**config.mk**
```make
export PLATFORM = sky130hd
export DESIGN_NAME = l1c_inst
export DESIGN_NICKNAME = d
export VERILOG_FILES = /design/src/verilog/icache_pkg.sv /design/src/verilog/tag_array.sv /design/src/verilog/data_bank.sv /design/src/verilog/hit_select.sv /design/src/verilog/refill_unit.sv /design/src/verilog/l1c_inst.sv
export VERILOG_INCLUDE_DIRS = /design/src /design/src/verilog
export SDC_FILE = /design/constraint.sdc
export NUM_CORES = 2
export LEC_CHECK = 0
export BUFFER_PORTS_ARGS = -buffer_cell sky130_fd_sc_hd__buf_2
export CELL_PAD_IN_SITES_DETAIL_PLACEMENT = 1
export CELL_PAD_IN_SITES_GLOBAL_PLACEMENT = 1
export CORE_MARGIN = 3
export CORE_UTILIZATION = 30
export CTS_BUF_LIST = sky130_fd_sc_hd__clkbuf_8
export DETAILED_ROUTE_END_ITERATION = 6
export HOLD_SLACK_MARGIN = 0.03
export PLACE_DENSITY = 0.57
export SYNTH_ARGS = -nofsm -noshare
export SYNTH_HDL_FRONTEND = slang
export SYNTH_SLANG_ARGS = --single-unit
export TNS_END_PERCENT = 100
```
**constraint.sdc**
```tcl
create_clock -name clk -period 12.57 [get_ports clk]
set_input_delay 2.514 -clock clk [delete_from_list [all_inputs] [get_ports clk]]
set_output_delay 2.514 -clock clk [all_outputs]
set_load 0.005 [all_outputs]
```
**src/verilog/icache_config.svh**
```systemverilog
/*
  Geometry of the direct-mapped instruction cache.
  Include in every RTL file that sizes a port, an array or an address field.
*/
`ifndef ICACHE_CONFIG_SVH
`define ICACHE_CONFIG_SVH

// ========================================
// word and address
// ========================================
// instruction word and address share one width
`define DATA_BITS 32

// ========================================
// line organisation
// ========================================
// number of lines, direct mapped
`define CACHE_LINES 16
// line index field
`define CACHE_INDEX_BITS 4
// words per line, one data bank each
`define LINE_WORDS 4
// word offset inside the line
`define OFFSET_BITS 2
// byte offset inside the word, always zero on fetch
`define BYTE_BITS 2

// tag is whatever is left above index, offset and byte
`define CACHE_TAG_BITS (`DATA_BITS - `CACHE_INDEX_BITS - `OFFSET_BITS - `BYTE_BITS)

`endif

```
**src/verilog/icache_pkg.sv**
```systemverilog
/*
  Shared type for the instruction cache.
  Import with icache_pkg::* in any module that looks into a fetch address.
*/
`default_nettype none

`include "icache_config.svh"

package icache_pkg;

  // ========================================
  // cache address
  // ========================================
  // the same 32-bit word seen two ways:
  // raw word on the core and wishbone ports,
  // split fields for arrays, compare and refill counter
  typedef union packed {
    // raw view
    logic [`DATA_BITS-1:0] word;
    // field view, msb first
    struct packed {
      // compared against the stored tag
      logic [`CACHE_TAG_BITS-1:0]   tag;
      // selects the line
      logic [`CACHE_INDEX_BITS-1:0] index;
      // selects the word bank
      logic [`OFFSET_BITS-1:0]      offset;
      // byte inside the word
      logic [`BYTE_BITS-1:0]        byte_off;
    } f;
  } cache_addr_u;

endpackage

`default_nettype wire

```
**src/verilog/tag_array.sv**
```systemverilog
/*
  Tag store with one valid bit per line. Read is registered, so rd_tag and
  rd_valid belong to the index presented one cycle earlier.
*/
`default_nettype none

`include "icache_config.svh"

module tag_array (
  input  logic                          clk,
  input  logic                          rst,
  // lookup side
  input  logic [`CACHE_INDEX_BITS-1:0] read_index,
  // fill side
  input  logic                          write_en,
  input  logic [`CACHE_INDEX_BITS-1:0] write_index,
  input  logic [`CACHE_TAG_BITS-1:0]   write_tag,
  // registered read result
  output logic [`CACHE_TAG_BITS-1:0]   rd_tag,
  output logic                          rd_valid
);

  // tag storage, contents only matter once valid
  logic [`CACHE_TAG_BITS-1:0] tags [`CACHE_LINES];
  // one bit per line
  logic [`CACHE_LINES-1:0]    valid;

  // valid bits, the only thing invalidated
  always_ff @(posedge clk) begin
    if (rst) begin
      valid <= '0;
    end else if (write_en) begin
      // a fill always makes the line usable
      valid[write_index] <= 1'b1;
    end
  end

  // tag write, no reset needed
  always_ff @(posedge clk) begin
    if (write_en) begin
      tags[write_index] <= write_tag;
    end
  end

  // ========================================
  // synchronous read port
  // ========================================
  always_ff @(posedge clk) begin
    rd_tag <= tags[read_index];
  end

  // valid read is cleared with the array
  always_ff @(posedge clk) begin
    if (rst) begin
      rd_valid <= 1'b0;
    end else begin
      rd_valid <= valid[read_index];
    end
  end

endmodule

`default_nettype wire

```
**src/verilog/data_bank.sv**
```systemverilog
/*
  One word position of every cache line. The top level builds one bank per
  word offset; refill writes it, lookup reads it a cycle after the index.
*/
`default_nettype none

`include "icache_config.svh"

module data_bank (
  input  logic                          clk,
  // shared by read and write, muxed at top level
  input  logic [`CACHE_INDEX_BITS-1:0] index,
  // write strobe from refill
  input  logic                          we,
  input  logic [`DATA_BITS-1:0]        wdata,
  // registered read word
  output logic [`DATA_BITS-1:0]        rdata
);

  // word storage for all lines
  logic [`DATA_BITS-1:0] mem [`CACHE_LINES];

  // ========================================
  // single port, write then registered read
  // ========================================
  always_ff @(posedge clk) begin
    if (we) begin
      mem[index] <= wdata;
    end
  end

  // read returns old data on a write cycle
  // nobody looks at it during refill anyway
  always_ff @(posedge clk) begin
    rdata <= mem[index];
  end

endmodule

`default_nettype wire

```
**src/verilog/hit_select.sv**
```systemverilog
/*
  Combinational hit check and word pick. Compares the stored tag with the
  registered request address and selects the bank named by its offset.
*/
`default_nettype none

`include "icache_config.svh"

module hit_select
  import icache_pkg::*;
(
  // from tag_array, one cycle after lookup index
  input  logic [`CACHE_TAG_BITS-1:0]                 rd_tag,
  input  logic                                        rd_valid,
  // all banks of the addressed line
  input  logic [`LINE_WORDS-1:0][`DATA_BITS-1:0]     bank_words,
  // registered request address
  input  cache_addr_u                                 req_addr,
  // result
  output logic                                        hit,
  output logic [`DATA_BITS-1:0]                      word
);

  // tag compare on field view
  logic tag_match;

  // ========================================
  // hit detect
  // ========================================
  // stale tags after reset are masked by valid
  assign tag_match = (rd_tag == req_addr.f.tag);
  assign hit       = rd_valid && tag_match;

  // ========================================
  // word select
  // ========================================
  // offset picks the bank, byte bits ignored
  // word is meaningless unless hit is high
  assign word = bank_words[req_addr.f.offset];

endmodule

`default_nettype wire

```
**src/verilog/refill_unit.sv**
```systemverilog
/*
  Wishbone classic read master for line refill. On start it fetches the
  four words of the miss line in offset order, writes each acknowledged word
  into its bank and pulses done one cycle after the last beat.
*/
`default_nettype none

`include "icache_config.svh"

module refill_unit
  import icache_pkg::*;
(
  input  logic                          clk,
  input  logic                          rst,
  // from controller
  input  logic                          start,
  input  cache_addr_u                   miss_addr,
  // wishbone master
  output logic                          wb_cyc,
  output logic                          wb_stb,
  output logic                          wb_we,
  output logic [`DATA_BITS-1:0]        wb_adr,
  input  logic [`DATA_BITS-1:0]        wb_dat_i,
  input  logic                          wb_ack,
  // to data banks
  output logic [`LINE_WORDS-1:0]       bank_we,
  output logic [`CACHE_INDEX_BITS-1:0] refill_index,
  output logic [`DATA_BITS-1:0]        refill_word,
  // to controller
  output logic                          done
);

  // fsm encoding
  localparam logic [1:0] R_IDLE = 2'd0;
  localparam logic [1:0] R_BUS  = 2'd1;
  localparam logic [1:0] R_GAP  = 2'd2;
  localparam logic [1:0] R_DONE = 2'd3;

  // offset of the final beat
  localparam logic [`OFFSET_BITS-1:0] LAST_BEAT = `OFFSET_BITS'(`LINE_WORDS - 1);

  logic [1:0]              state;
  // also the word offset of the current beat
  logic [`OFFSET_BITS-1:0] beat;
  // line being filled, captured on start
  cache_addr_u             line_addr;
  // bus address of current beat
  cache_addr_u             beat_addr;
  // beat completes this edge
  logic                    beat_ack;

  assign beat_ack = (state == R_BUS) && wb_ack;

  // ========================================
  // beat sequencer
  // ========================================
  always_ff @(posedge clk) begin
    if (rst) begin
      state <= R_IDLE;
      beat  <= '0;
    end else begin
      case (state)
        R_IDLE: begin
          if (start) begin
            state <= R_BUS;
            beat  <= '0;
          end
        end
        R_BUS: begin
          // hold cyc/stb/adr until slave acks
          if (wb_ack) begin
            beat  <= beat + 1'b1;
            state <= (beat == LAST_BEAT) ? R_DONE : R_GAP;
          end
        end
        // cyc and stb low for one cycle between beats
        R_GAP:   state <= R_BUS;
        // done pulse
        R_DONE:  state <= R_IDLE;
        default: state <= R_IDLE;
      endcase
    end
  end

  // miss line, payload only
  always_ff @(posedge clk) begin
    if ((state == R_IDLE) && start) begin
      line_addr <= miss_addr;
    end
  end

  // ========================================
  // bus outputs
  // ========================================
  // line aligned, offset from counter, byte bits zero
  always_comb begin
    beat_addr            = line_addr;
    beat_addr.f.offset   = beat;
    beat_addr.f.byte_off = '0;
  end

  assign wb_cyc = (state == R_BUS);
  assign wb_stb = (state == R_BUS);
  // read only master
  assign wb_we  = 1'b0;
  assign wb_adr = beat_addr.word;

  // ========================================
  // bank write
  // ========================================
  // ack data goes straight into the bank of its offset
  always_comb begin
    bank_we = '0;
    if (beat_ack) begin
      bank_we[beat] = 1'b1;
    end
  end

  assign refill_index = line_addr.f.index;
  assign refill_word  = wb_dat_i;
  assign done         = (state == R_DONE);

endmodule

`default_nettype wire

```
**src/verilog/l1c_inst.sv**
```systemverilog
/*
  Direct-mapped L1 instruction cache, top level. The core fetches through a
  req/wait handshake; misses refill a whole line over wishbone classic.
  Holds the IDLE/LOOKUP/REFILL controller and all array instances.
*/
`default_nettype none

`include "icache_config.svh"

module l1c_inst
  import icache_pkg::*;
(
  input  logic                   clk,
  input  logic                   rst,
  // core fetch port
  input  logic                   core_req,
  input  logic [`DATA_BITS-1:0] core_addr,
  output logic                   core_wait,
  output logic [`DATA_BITS-1:0] core_out,
  // wishbone master to memory
  output logic                   wb_cyc,
  output logic                   wb_stb,
  output logic                   wb_we,
  output logic [`DATA_BITS-1:0] wb_adr,
  input  logic [`DATA_BITS-1:0] wb_dat_i,
  input  logic                   wb_ack
);

  // controller states
  localparam logic [1:0] S_IDLE   = 2'd0;
  localparam logic [1:0] S_LOOKUP = 2'd1;
  localparam logic [1:0] S_REFILL = 2'd2;

  logic [1:0]                            state;
  // array outputs belong to req_addr
  logic                                  rd_ready;
  // request address held for the whole fetch
  cache_addr_u                           req_addr;
  // array index, lookup or refill
  logic [`CACHE_INDEX_BITS-1:0]         lookup_index;

  // tag array
  logic [`CACHE_TAG_BITS-1:0]           rd_tag;
  logic                                  rd_valid;
  // data banks
  logic [`LINE_WORDS-1:0][`DATA_BITS-1:0] bank_words;
  logic [`LINE_WORDS-1:0]               bank_we;
  // refill unit
  logic                                  refill_start;
  logic                                  refill_done;
  logic [`CACHE_INDEX_BITS-1:0]         refill_index;
  logic [`DATA_BITS-1:0]                refill_word;
  // hit select
  logic                                  hit;
  logic [`DATA_BITS-1:0]                hit_word;
  // fetch answered this cycle
  logic                                  answer;

  // ========================================
  // controller
  // ========================================
  // LOOKUP spends one cycle reading, one cycle comparing
  assign answer       = (state == S_LOOKUP) && rd_ready && hit;
  assign refill_start = (state == S_LOOKUP) && rd_ready && !hit;

  always_ff @(posedge clk) begin
    if (rst) begin
      state <= S_IDLE;
    end else begin
      case (state)
        S_IDLE: begin
          if (core_req) begin
            state <= S_LOOKUP;
          end
        end
        S_LOOKUP: begin
          if (answer) begin
            state <= S_IDLE;
          end else if (refill_start) begin
            state <= S_REFILL;
          end
        end
        S_REFILL: begin
          // tag written on this same edge, so the retry hits
          if (refill_done) begin
            state <= S_LOOKUP;
          end
        end
        default: state <= S_IDLE;
      endcase
    end
  end

  // high only in the compare cycle of LOOKUP
  always_ff @(posedge clk) begin
    if (rst) begin
      rd_ready <= 1'b0;
    end else begin
      rd_ready <= (state == S_LOOKUP) && !rd_ready;
    end
  end

  // capture address when request accepted
  always_ff @(posedge clk) begin
    if ((state == S_IDLE) && core_req) begin
      req_addr.word <= core_addr;
    end
  end

  // banks follow refill while it runs
  assign lookup_index = (state == S_REFILL) ? refill_index : req_addr.f.index;

  // ========================================
  // core side
  // ========================================
  // low with no request, low in the hit cycle
  assign core_wait = core_req && !answer;
  assign core_out  = hit_word;

  // ========================================
  // arrays
  // ========================================
  tag_array i_tag_array (
    .clk         (clk),
    .rst         (rst),
    .read_index  (lookup_index),
    .write_en    (refill_done),
    .write_index (req_addr.f.index),
    .write_tag   (req_addr.f.tag),
    .rd_tag      (rd_tag),
    .rd_valid    (rd_valid)
  );

  // one bank per word offset
  for (genvar w = 0; w < `LINE_WORDS; w++) begin : g_bank
    data_bank i_data_bank (
      .clk   (clk),
      .index (lookup_index),
      .we    (bank_we[w]),
      .wdata (refill_word),
      .rdata (bank_words[w])
    );
  end

  hit_select i_hit_select (
    .rd_tag     (rd_tag),
    .rd_valid   (rd_valid),
    .bank_words (bank_words),
    .req_addr   (req_addr),
    .hit        (hit),
    .word       (hit_word)
  );

  // ========================================
  // memory side
  // ========================================
  refill_unit i_refill_unit (
    .clk          (clk),
    .rst          (rst),
    .start        (refill_start),
    .miss_addr    (req_addr),
    .wb_cyc       (wb_cyc),
    .wb_stb       (wb_stb),
    .wb_we        (wb_we),
    .wb_adr       (wb_adr),
    .wb_dat_i     (wb_dat_i),
    .wb_ack       (wb_ack),
    .bank_we      (bank_we),
    .refill_index (refill_index),
    .refill_word  (refill_word),
    .done         (refill_done)
  );

endmodule

`default_nettype wire

```
**Yosys cells after proc, flatten, opt, wreduce, memory -nomap -nowiden**

Memories as Yosys holds them, arrays and structs flattened. A register that Yosys moved wholly into a read port is not among the register bits.
Index checks and enable logic that the tools add are counted.

- Memories: 5
- Flip-flop bits (word level): 88
- Word-level logic and storage cells: 85
- Memory bits (writable): 2432
- Input port bits: 68
- Output and inout port bits: 68

- Eq/ne operators: 12
- Muxes and demuxes: 32
- Bitwise operators: 1
- Magnitude comparators: 6
- Reduce and logical (&&, ||, !) cells: 20
- Add/sub/neg operators: 1

Memory list:

| memory | depth | width | rd ports | clocked after Yosys merged registers in | wr ports | line | RTL |
|---|---|---|---|---|---|---|---|
| g_bank[0].i_data_bank.mem | 16 | 32 | 1 | 1 | 1 | data_bank.sv:21 | `` logic [`DATA_BITS-1:0] mem [`CACHE_LINES]; `` |
| g_bank[1].i_data_bank.mem | 16 | 32 | 1 | 1 | 1 | data_bank.sv:21 |  |
| g_bank[2].i_data_bank.mem | 16 | 32 | 1 | 1 | 1 | data_bank.sv:21 |  |
| g_bank[3].i_data_bank.mem | 16 | 32 | 1 | 1 | 1 | data_bank.sv:21 |  |
| i_tag_array.tags | 16 | 24 | 1 | 1 | 1 | tag_array.sv:24 | `` logic [`CACHE_TAG_BITS-1:0] tags [`CACHE_LINES]; `` |

Operators with widths:

| operator | number |
|---|---|
| 32-bit binary-select mux with 2-bit select | 1 |
| 32-bit 2-to-1 mux | 1 |
| 24-bit equality test | 1 |
| 2-bit 2-to-1 mux | 8 |
| 16-bit bitwise OR | 1 |
| 1-bit 2-to-1 mux | 14 |
| 1-bit logical AND | 11 |
| 4-bit by 5-bit less-than comparator with 1-bit output, second input constant | 2 |
| 2-bit equality test, second input constant | 4 |
| 4-bit 2-to-1 mux | 2 |
| 2-bit case mux with 4 select lines | 1 |
| 2-bit by 3-bit less-than comparator with 1-bit output, second input constant | 2 |
| 2-bit by 1-bit != test with 1-bit output, second input constant | 3 |
| 2-bit case mux with 3 select lines | 1 |
| 3-bit AND reduction | 2 |
| 1-bit binary-select mux with 4-bit select | 1 |
| 1-bit demux with 4-bit select | 1 |
| 2-bit by 1-bit equality test with 1-bit output, second input constant | 2 |
| 4-bit by 1-bit >= comparator with 1-bit output, second input constant | 1 |
| 2-bit zero test | 2 |
| 2-bit case mux with 2 select lines | 1 |
| 1-bit zero test | 3 |
| 3-bit by 2-bit != test with 1-bit output, second input constant | 1 |
| 2-bit by 1-bit adder with 2-bit output, second input constant | 1 |
| other kinds (5) | 5 |

**Depth between registers and ports, before layout**

- Word-level depth: 7
- Gate-level depth with buffers: 10
- Mapped depth without buffers: 6

**By module**

From an unflattened synthesis, not the netlist that was laid out.

- Cell total of the unflattened synthesis: 4266
- Area total of the unflattened synthesis: 98702.2 um^2

By module, submodules not included:

| module | area each (um^2) | cells each | sequential area each (um^2) | times used |
|---|---|---|---|---|
| data_bank | 19862.8 | 840 | 16015.4 | 4 |
| tag_array | 15574.9 | 677 | 12351.8 | 1 |
| refill_unit | 1432.6 | 103 | 920.9 | 1 |
| l1c_inst | 1163.6 | 54 | 1021.0 | 1 |
| hit_select | 1079.8 | 72 | 0.0 | 1 |

**Least setup slack after synthesis**

No wires, ideal clock.

- Kind: input port to flip-flop
- Start point: input wb_ack
- End point: memory g_bank[3].i_data_bank.mem[12][0] (netlist bit) (enable)
- Data required time: 12.102 ns
- Stages: 4
- Path slack: 6.707 ns
- Data arrival time: 5.395 ns
- Library setup time: 0.468 ns
- Buffers on the path: 1
- Cells stage by stage: and2_1 clkbuf_1 nand2_1 nor3b_1

- Word-level cells in the longest chain between the ends: 4

Ends and longest elaborated chain:

| what | line | RTL |
|---|---|---|
| start: declaration | l1c_inst.sv:26 | `input logic wb_ack` |
| 1-bit logical AND | refill_unit.sv:52 | `assign beat_ack = (state == R_BUS) && wb_ack;` |
| 4-bit 2-to-1 mux | refill_unit.sv:114 | `if (beat_ack) begin` |
| 1-bit 2-to-1 mux | data_bank.sv:27 | `if (we) begin` |
| 1-bit 2-to-1 mux (implied by the code) | data_bank.sv:28 | `mem[index] <= wdata;` |
| end: declaration | data_bank.sv:21 |  |

Every way passes these cells.

**Worst setup path after layout**

- Start point: register req_addr[25] (netlist bit)
- End point: output core_wait

- Word-level cells in the longest chain between the ends: 5

Ends and longest elaborated chain:

| what | line | RTL |
|---|---|---|
| start: declaration | l1c_inst.sv:38 | `cache_addr_u req_addr;` |
| 24-bit equality test | hit_select.sv:31 | `assign tag_match = (rd_tag == req_addr.f.tag);` |
| 1-bit logical AND | hit_select.sv:32 | `assign hit = rd_valid && tag_match;` |
| 1-bit logical AND | l1c_inst.sv:63 | `assign answer = (state == S_LOOKUP) && rd_ready && hit;` |
| 1-bit zero test | l1c_inst.sv:117 | `assign core_wait = core_req && !answer;` |
| 1-bit logical AND | l1c_inst.sv:117 |  |
| end: declaration | l1c_inst.sv:18 | `output logic core_wait,` |

Every way passes these cells.

==> run_results.csv <==
group,metric,value,unit
run_status,status,"finished, final reports clean",
critical_path,critPathMaxFanout,18,
critical_path,timing.rr.end,"g_bank[0].i_data_bank.rdata[6]$_DFF_P_",
synthesis,yosysUniqueCellTypes,51,
power,fin_total_pwr,18.3,mW
placed_design,dp.cells,9798,
worst_hold_path,hold_end,"rd_ready$_SDFF_PP0_",
floorplan,die-area,343000,um2
timing,rsz0062_at_grt,"no",
critical_path,cp-start-kind,"flip-flop",
floorplan,die_h,586,um
run,maxCapViolations,0,
clock_network,cts_tree,"built",
timing,skew,103,ps
critical_path,rrSetupSlack,7520,ps
critical_path,slowest_delay,870,ps
placed_design,io_buffers,130,
timing,slew_headroom,21.3,%
timing,min_period,6320,ps
floorplan,rows,212,
critical_path,path_cells,"xnor2_1 > nand4_1 > nor4_1 > nand4_1 > o21a_1 > buf_2",
global_routing,grt_pass1_wl,424000,um
critical_path,crit_path_end_kind,"output pin",
floorplan,core,334000,um2
global_routing,grt_overflow_total,0,
clock_network,post_cts_buffers,0,
synthesis,ys_seq_area_share,77.6,%
timing,tightest_slew,1180,ps
synthesis,synth-edff-count,2490,
final_layout,nets,5911,
floorplan,start_util,30.2,%
synthesis,yosys-top-cells-count,"2490 x edfxtp_1, 1066 x mux2i_1, 343 x nand2_1",
clock_network,holdBufCountCts,0,
final_layout,drive_gt1_share,15.8,%
clock_network,cts.repair.resized,0,
critical_path,reg2reg_from,"req_addr[6]$_DFFE_PP_",
route,drc,0,
synthesis,synth_flop_cell,"edfxtp_1",
timing,slew_viol_final,0,
route,drt_iter0_drc,5667,
route,wirelength,302000,um
route,vias,54854,
placed_design,place_hpwl,150000,um
synthesis,yosys_warnings,0,
placed_design,place.gp.congestion,0.783,
floorplan,io_pins,136,
synthesis,synth_area_per_cell,18.4,um2
critical_path,cp.arrival,3800,ps
floorplan,die_w,586,um
critical_path,crit_slowest_cell,"edfxtp_1",
global_routing,antenna_found_initial,19,
timing,setup_tns,0,ps
synthesis,yosysMostFrequentCell,"edfxtp_1",
route,drt_pass1_iterations,6,
synthesis,synthDominantCellAreaShare,74.2,%
synthesis,synth_area_leaders,"edfxtp_1 74%, mux2i_1 11%, dfxtp_1 3.5%",
clock_network,cts.path.max_buffers,4,
critical_path,cp_common_cell,"nand4_1",
final_layout,fill_cells,33473,
power,powerDensity,159,nW/um2
synthesis,synth_area_leader_cell,"edfxtp_1",
power,peakVddDrop,0.110,mV
timing,final-setup-viol-count,0,
route,via_per_inst,5.18,
worst_hold_path,hp-class,"reg -> reg",
timing,fmax,158,MHz
global_routing,grt_max_degree,156,
critical_path,r2r_cells,7,
synthesis,synth.ff_latch_count,2666,
power,p_leak,39.4,nW
critical_path,worst-endpoint-required,10060,ps
synthesis,async_flop_share,0,%
synthesis,syn_inst,5471,
clock_network,htree_levels,5,
route,postRouteAntennaNets,0,
clock_network,numClockSinks,2666,
timing,finalHoldViolCount,0,
clock_network,clk_latency,1020,ps
critical_path,crit_type,"reg -> out",
final_layout,syn2layout_area_growth,14.3,%
clock_network,numCtsBuffers,426,
worst_hold_path,holdCritStartpoint,"rd_ready$_SDFF_PP0_",
global_routing,grt_usage,17.2,%
final_layout,stdcell_count,10591,
timing,post-route-period-util,50.2,%
clock_network,clk_pin_slew,50,ps
global_routing,grt_pass1_vias,57573,
worst_hold_path,holdPathStages,1,
route,wl_per_cell,28.6,um
clock_network,cts-root-buf,"clkbuf_8",
timing,holdWs,469,ps
synthesis,syn_area,101000,um2
how the worst max path moves through the flow:
stage / start / endpoint / slack [ps] / cells after the start
2_1_floorplan: wb_ack / g_bank[3].i_data_bank.mem[12][0]$_DFFE_PP_ / 6710 / 4
3_3_place_gp: core_req / core_wait / 7040 / 3
3_5_place_dp: core_req / core_wait / 7040 / 3
4_1_cts: req_addr[25]$_DFFE_PP_ / core_wait / 6130 / 6
5_1_grt: req_addr[25]$_DFFE_PP_ / core_wait / 6050 / 6
6_report: req_addr[25]$_DFFE_PP_ / core_wait / 6250 / 6
flip-flops by register name, indices dropped and copies added (netlist names):
register / cells
g_bank.i_data_bank.mem: 2048
g_bank.i_data_bank.rdata: 128
i_refill_unit.beat: 2
i_refill_unit.line_addr: 28
i_refill_unit.state: 2
i_tag_array.rd_tag: 24
i_tag_array.rd_valid: 1
i_tag_array.tags: 384
i_tag_array.valid: 16
rd_ready: 1
req_addr: 30
state: 2
routing by layer:
metal | GRT usage (%) | vias up | routed length (um)
met2 | 28.0 | 1852 | 143000
met5 | 0 | - | 13
met4 | 5.09 | 2 | 7900
met1 | 23.7 | 29344 | 134000
met3 | 2.57 | 472 | 17700
li1 | - | 23184 | -
cell usage in the layout (no fill, tap or decap), types with 9 or more instances in the layout:
cell / Yosys / final
a222oi_1: 152 / 152
a22o_1: 152 / 152
a31oi_1: 155 / 155
buf_12: 9 / 14
buf_2: 97 / 130
buf_4: 65 / 158
clkbuf_8: 0 / 486
clkinv_1: 0 / 64
clkinv_2: 0 / 33
dfxtp_1: 176 / 176
diode_2: 0 / 10
edfxtp_1: 2490 / 2490
inv_1: 5 / 180
mux2i_1: 1066 / 1066
mux4_2: 34 / 34
nand2_1: 343 / 336
nand3b_1: 9 / 9
nor2_1: 108 / 36
nor2_4: 1 / 73
o221ai_1: 304 / 304
xnor2_1: 13 / 13
xor2_1: 11 / 11
final cells by class:
type                            count  area [um2]  area share [%]
Sequential cell                  2666       78300            67.9
Clock buffer                      486        6690            5.80
Timing Repair Buffer              302        2120            1.84
Multi-Input combinational cell   2438       21200            18.4
Tap cell                         4387        5490            4.76
Clock inverter                    297        1460            1.27
Inverter                            5        18.8          0.0163
Antenna cell                       10        25.0          0.0217
worst max-delay path, delay by kind of cell (launching register included):
| kind | cells | cell delay, ps |
|---|---|---|
| AOI/OAI and AO/OA | 1 | 400 |
| DFF | 1 | 870 |
| xor gates and xnor gates | 1 | 210 |
| buffers and inverters | 1 | 140 |
| and+or+nand+nor | 3 | 1230 |
per-stage QoR:
stage / area, um2 / utilization (%) / setup WS, ps
final: 115000 / 34.5 / 6250
after detailed placement: 107000 / 32.1 / 7040
after CTS: 115000 / 34.5 / 6130
after global placement: 107000 / 32.1 / 7040
after global routing: 115000 / 34.5 / 6050
after floorplan: 101000 / - / 6710
report_power, final:
part | switching, mW | leakage (nW) | internal, mW
Clock | 3.45 | 4.82 | 3.69
Combinational | 0.824 | 10.7 | 0.414
Sequential | 0.159 | 23.9 | 9.79
kinds of logic after synthesis:
family | synth area share, %
multiplexers | 11.3
adder cells (fa/ha/maj) | 0.0496
AND/OR/NAND/NOR | 2.06
AO/OA/AOI/OAI | 6.68
XOR/XNOR | 0.208
flip-flops | 77.6
other | 0.00372
buffers and inverters | 2.02
No activity file was read; power rests on OpenSTA's default activity.
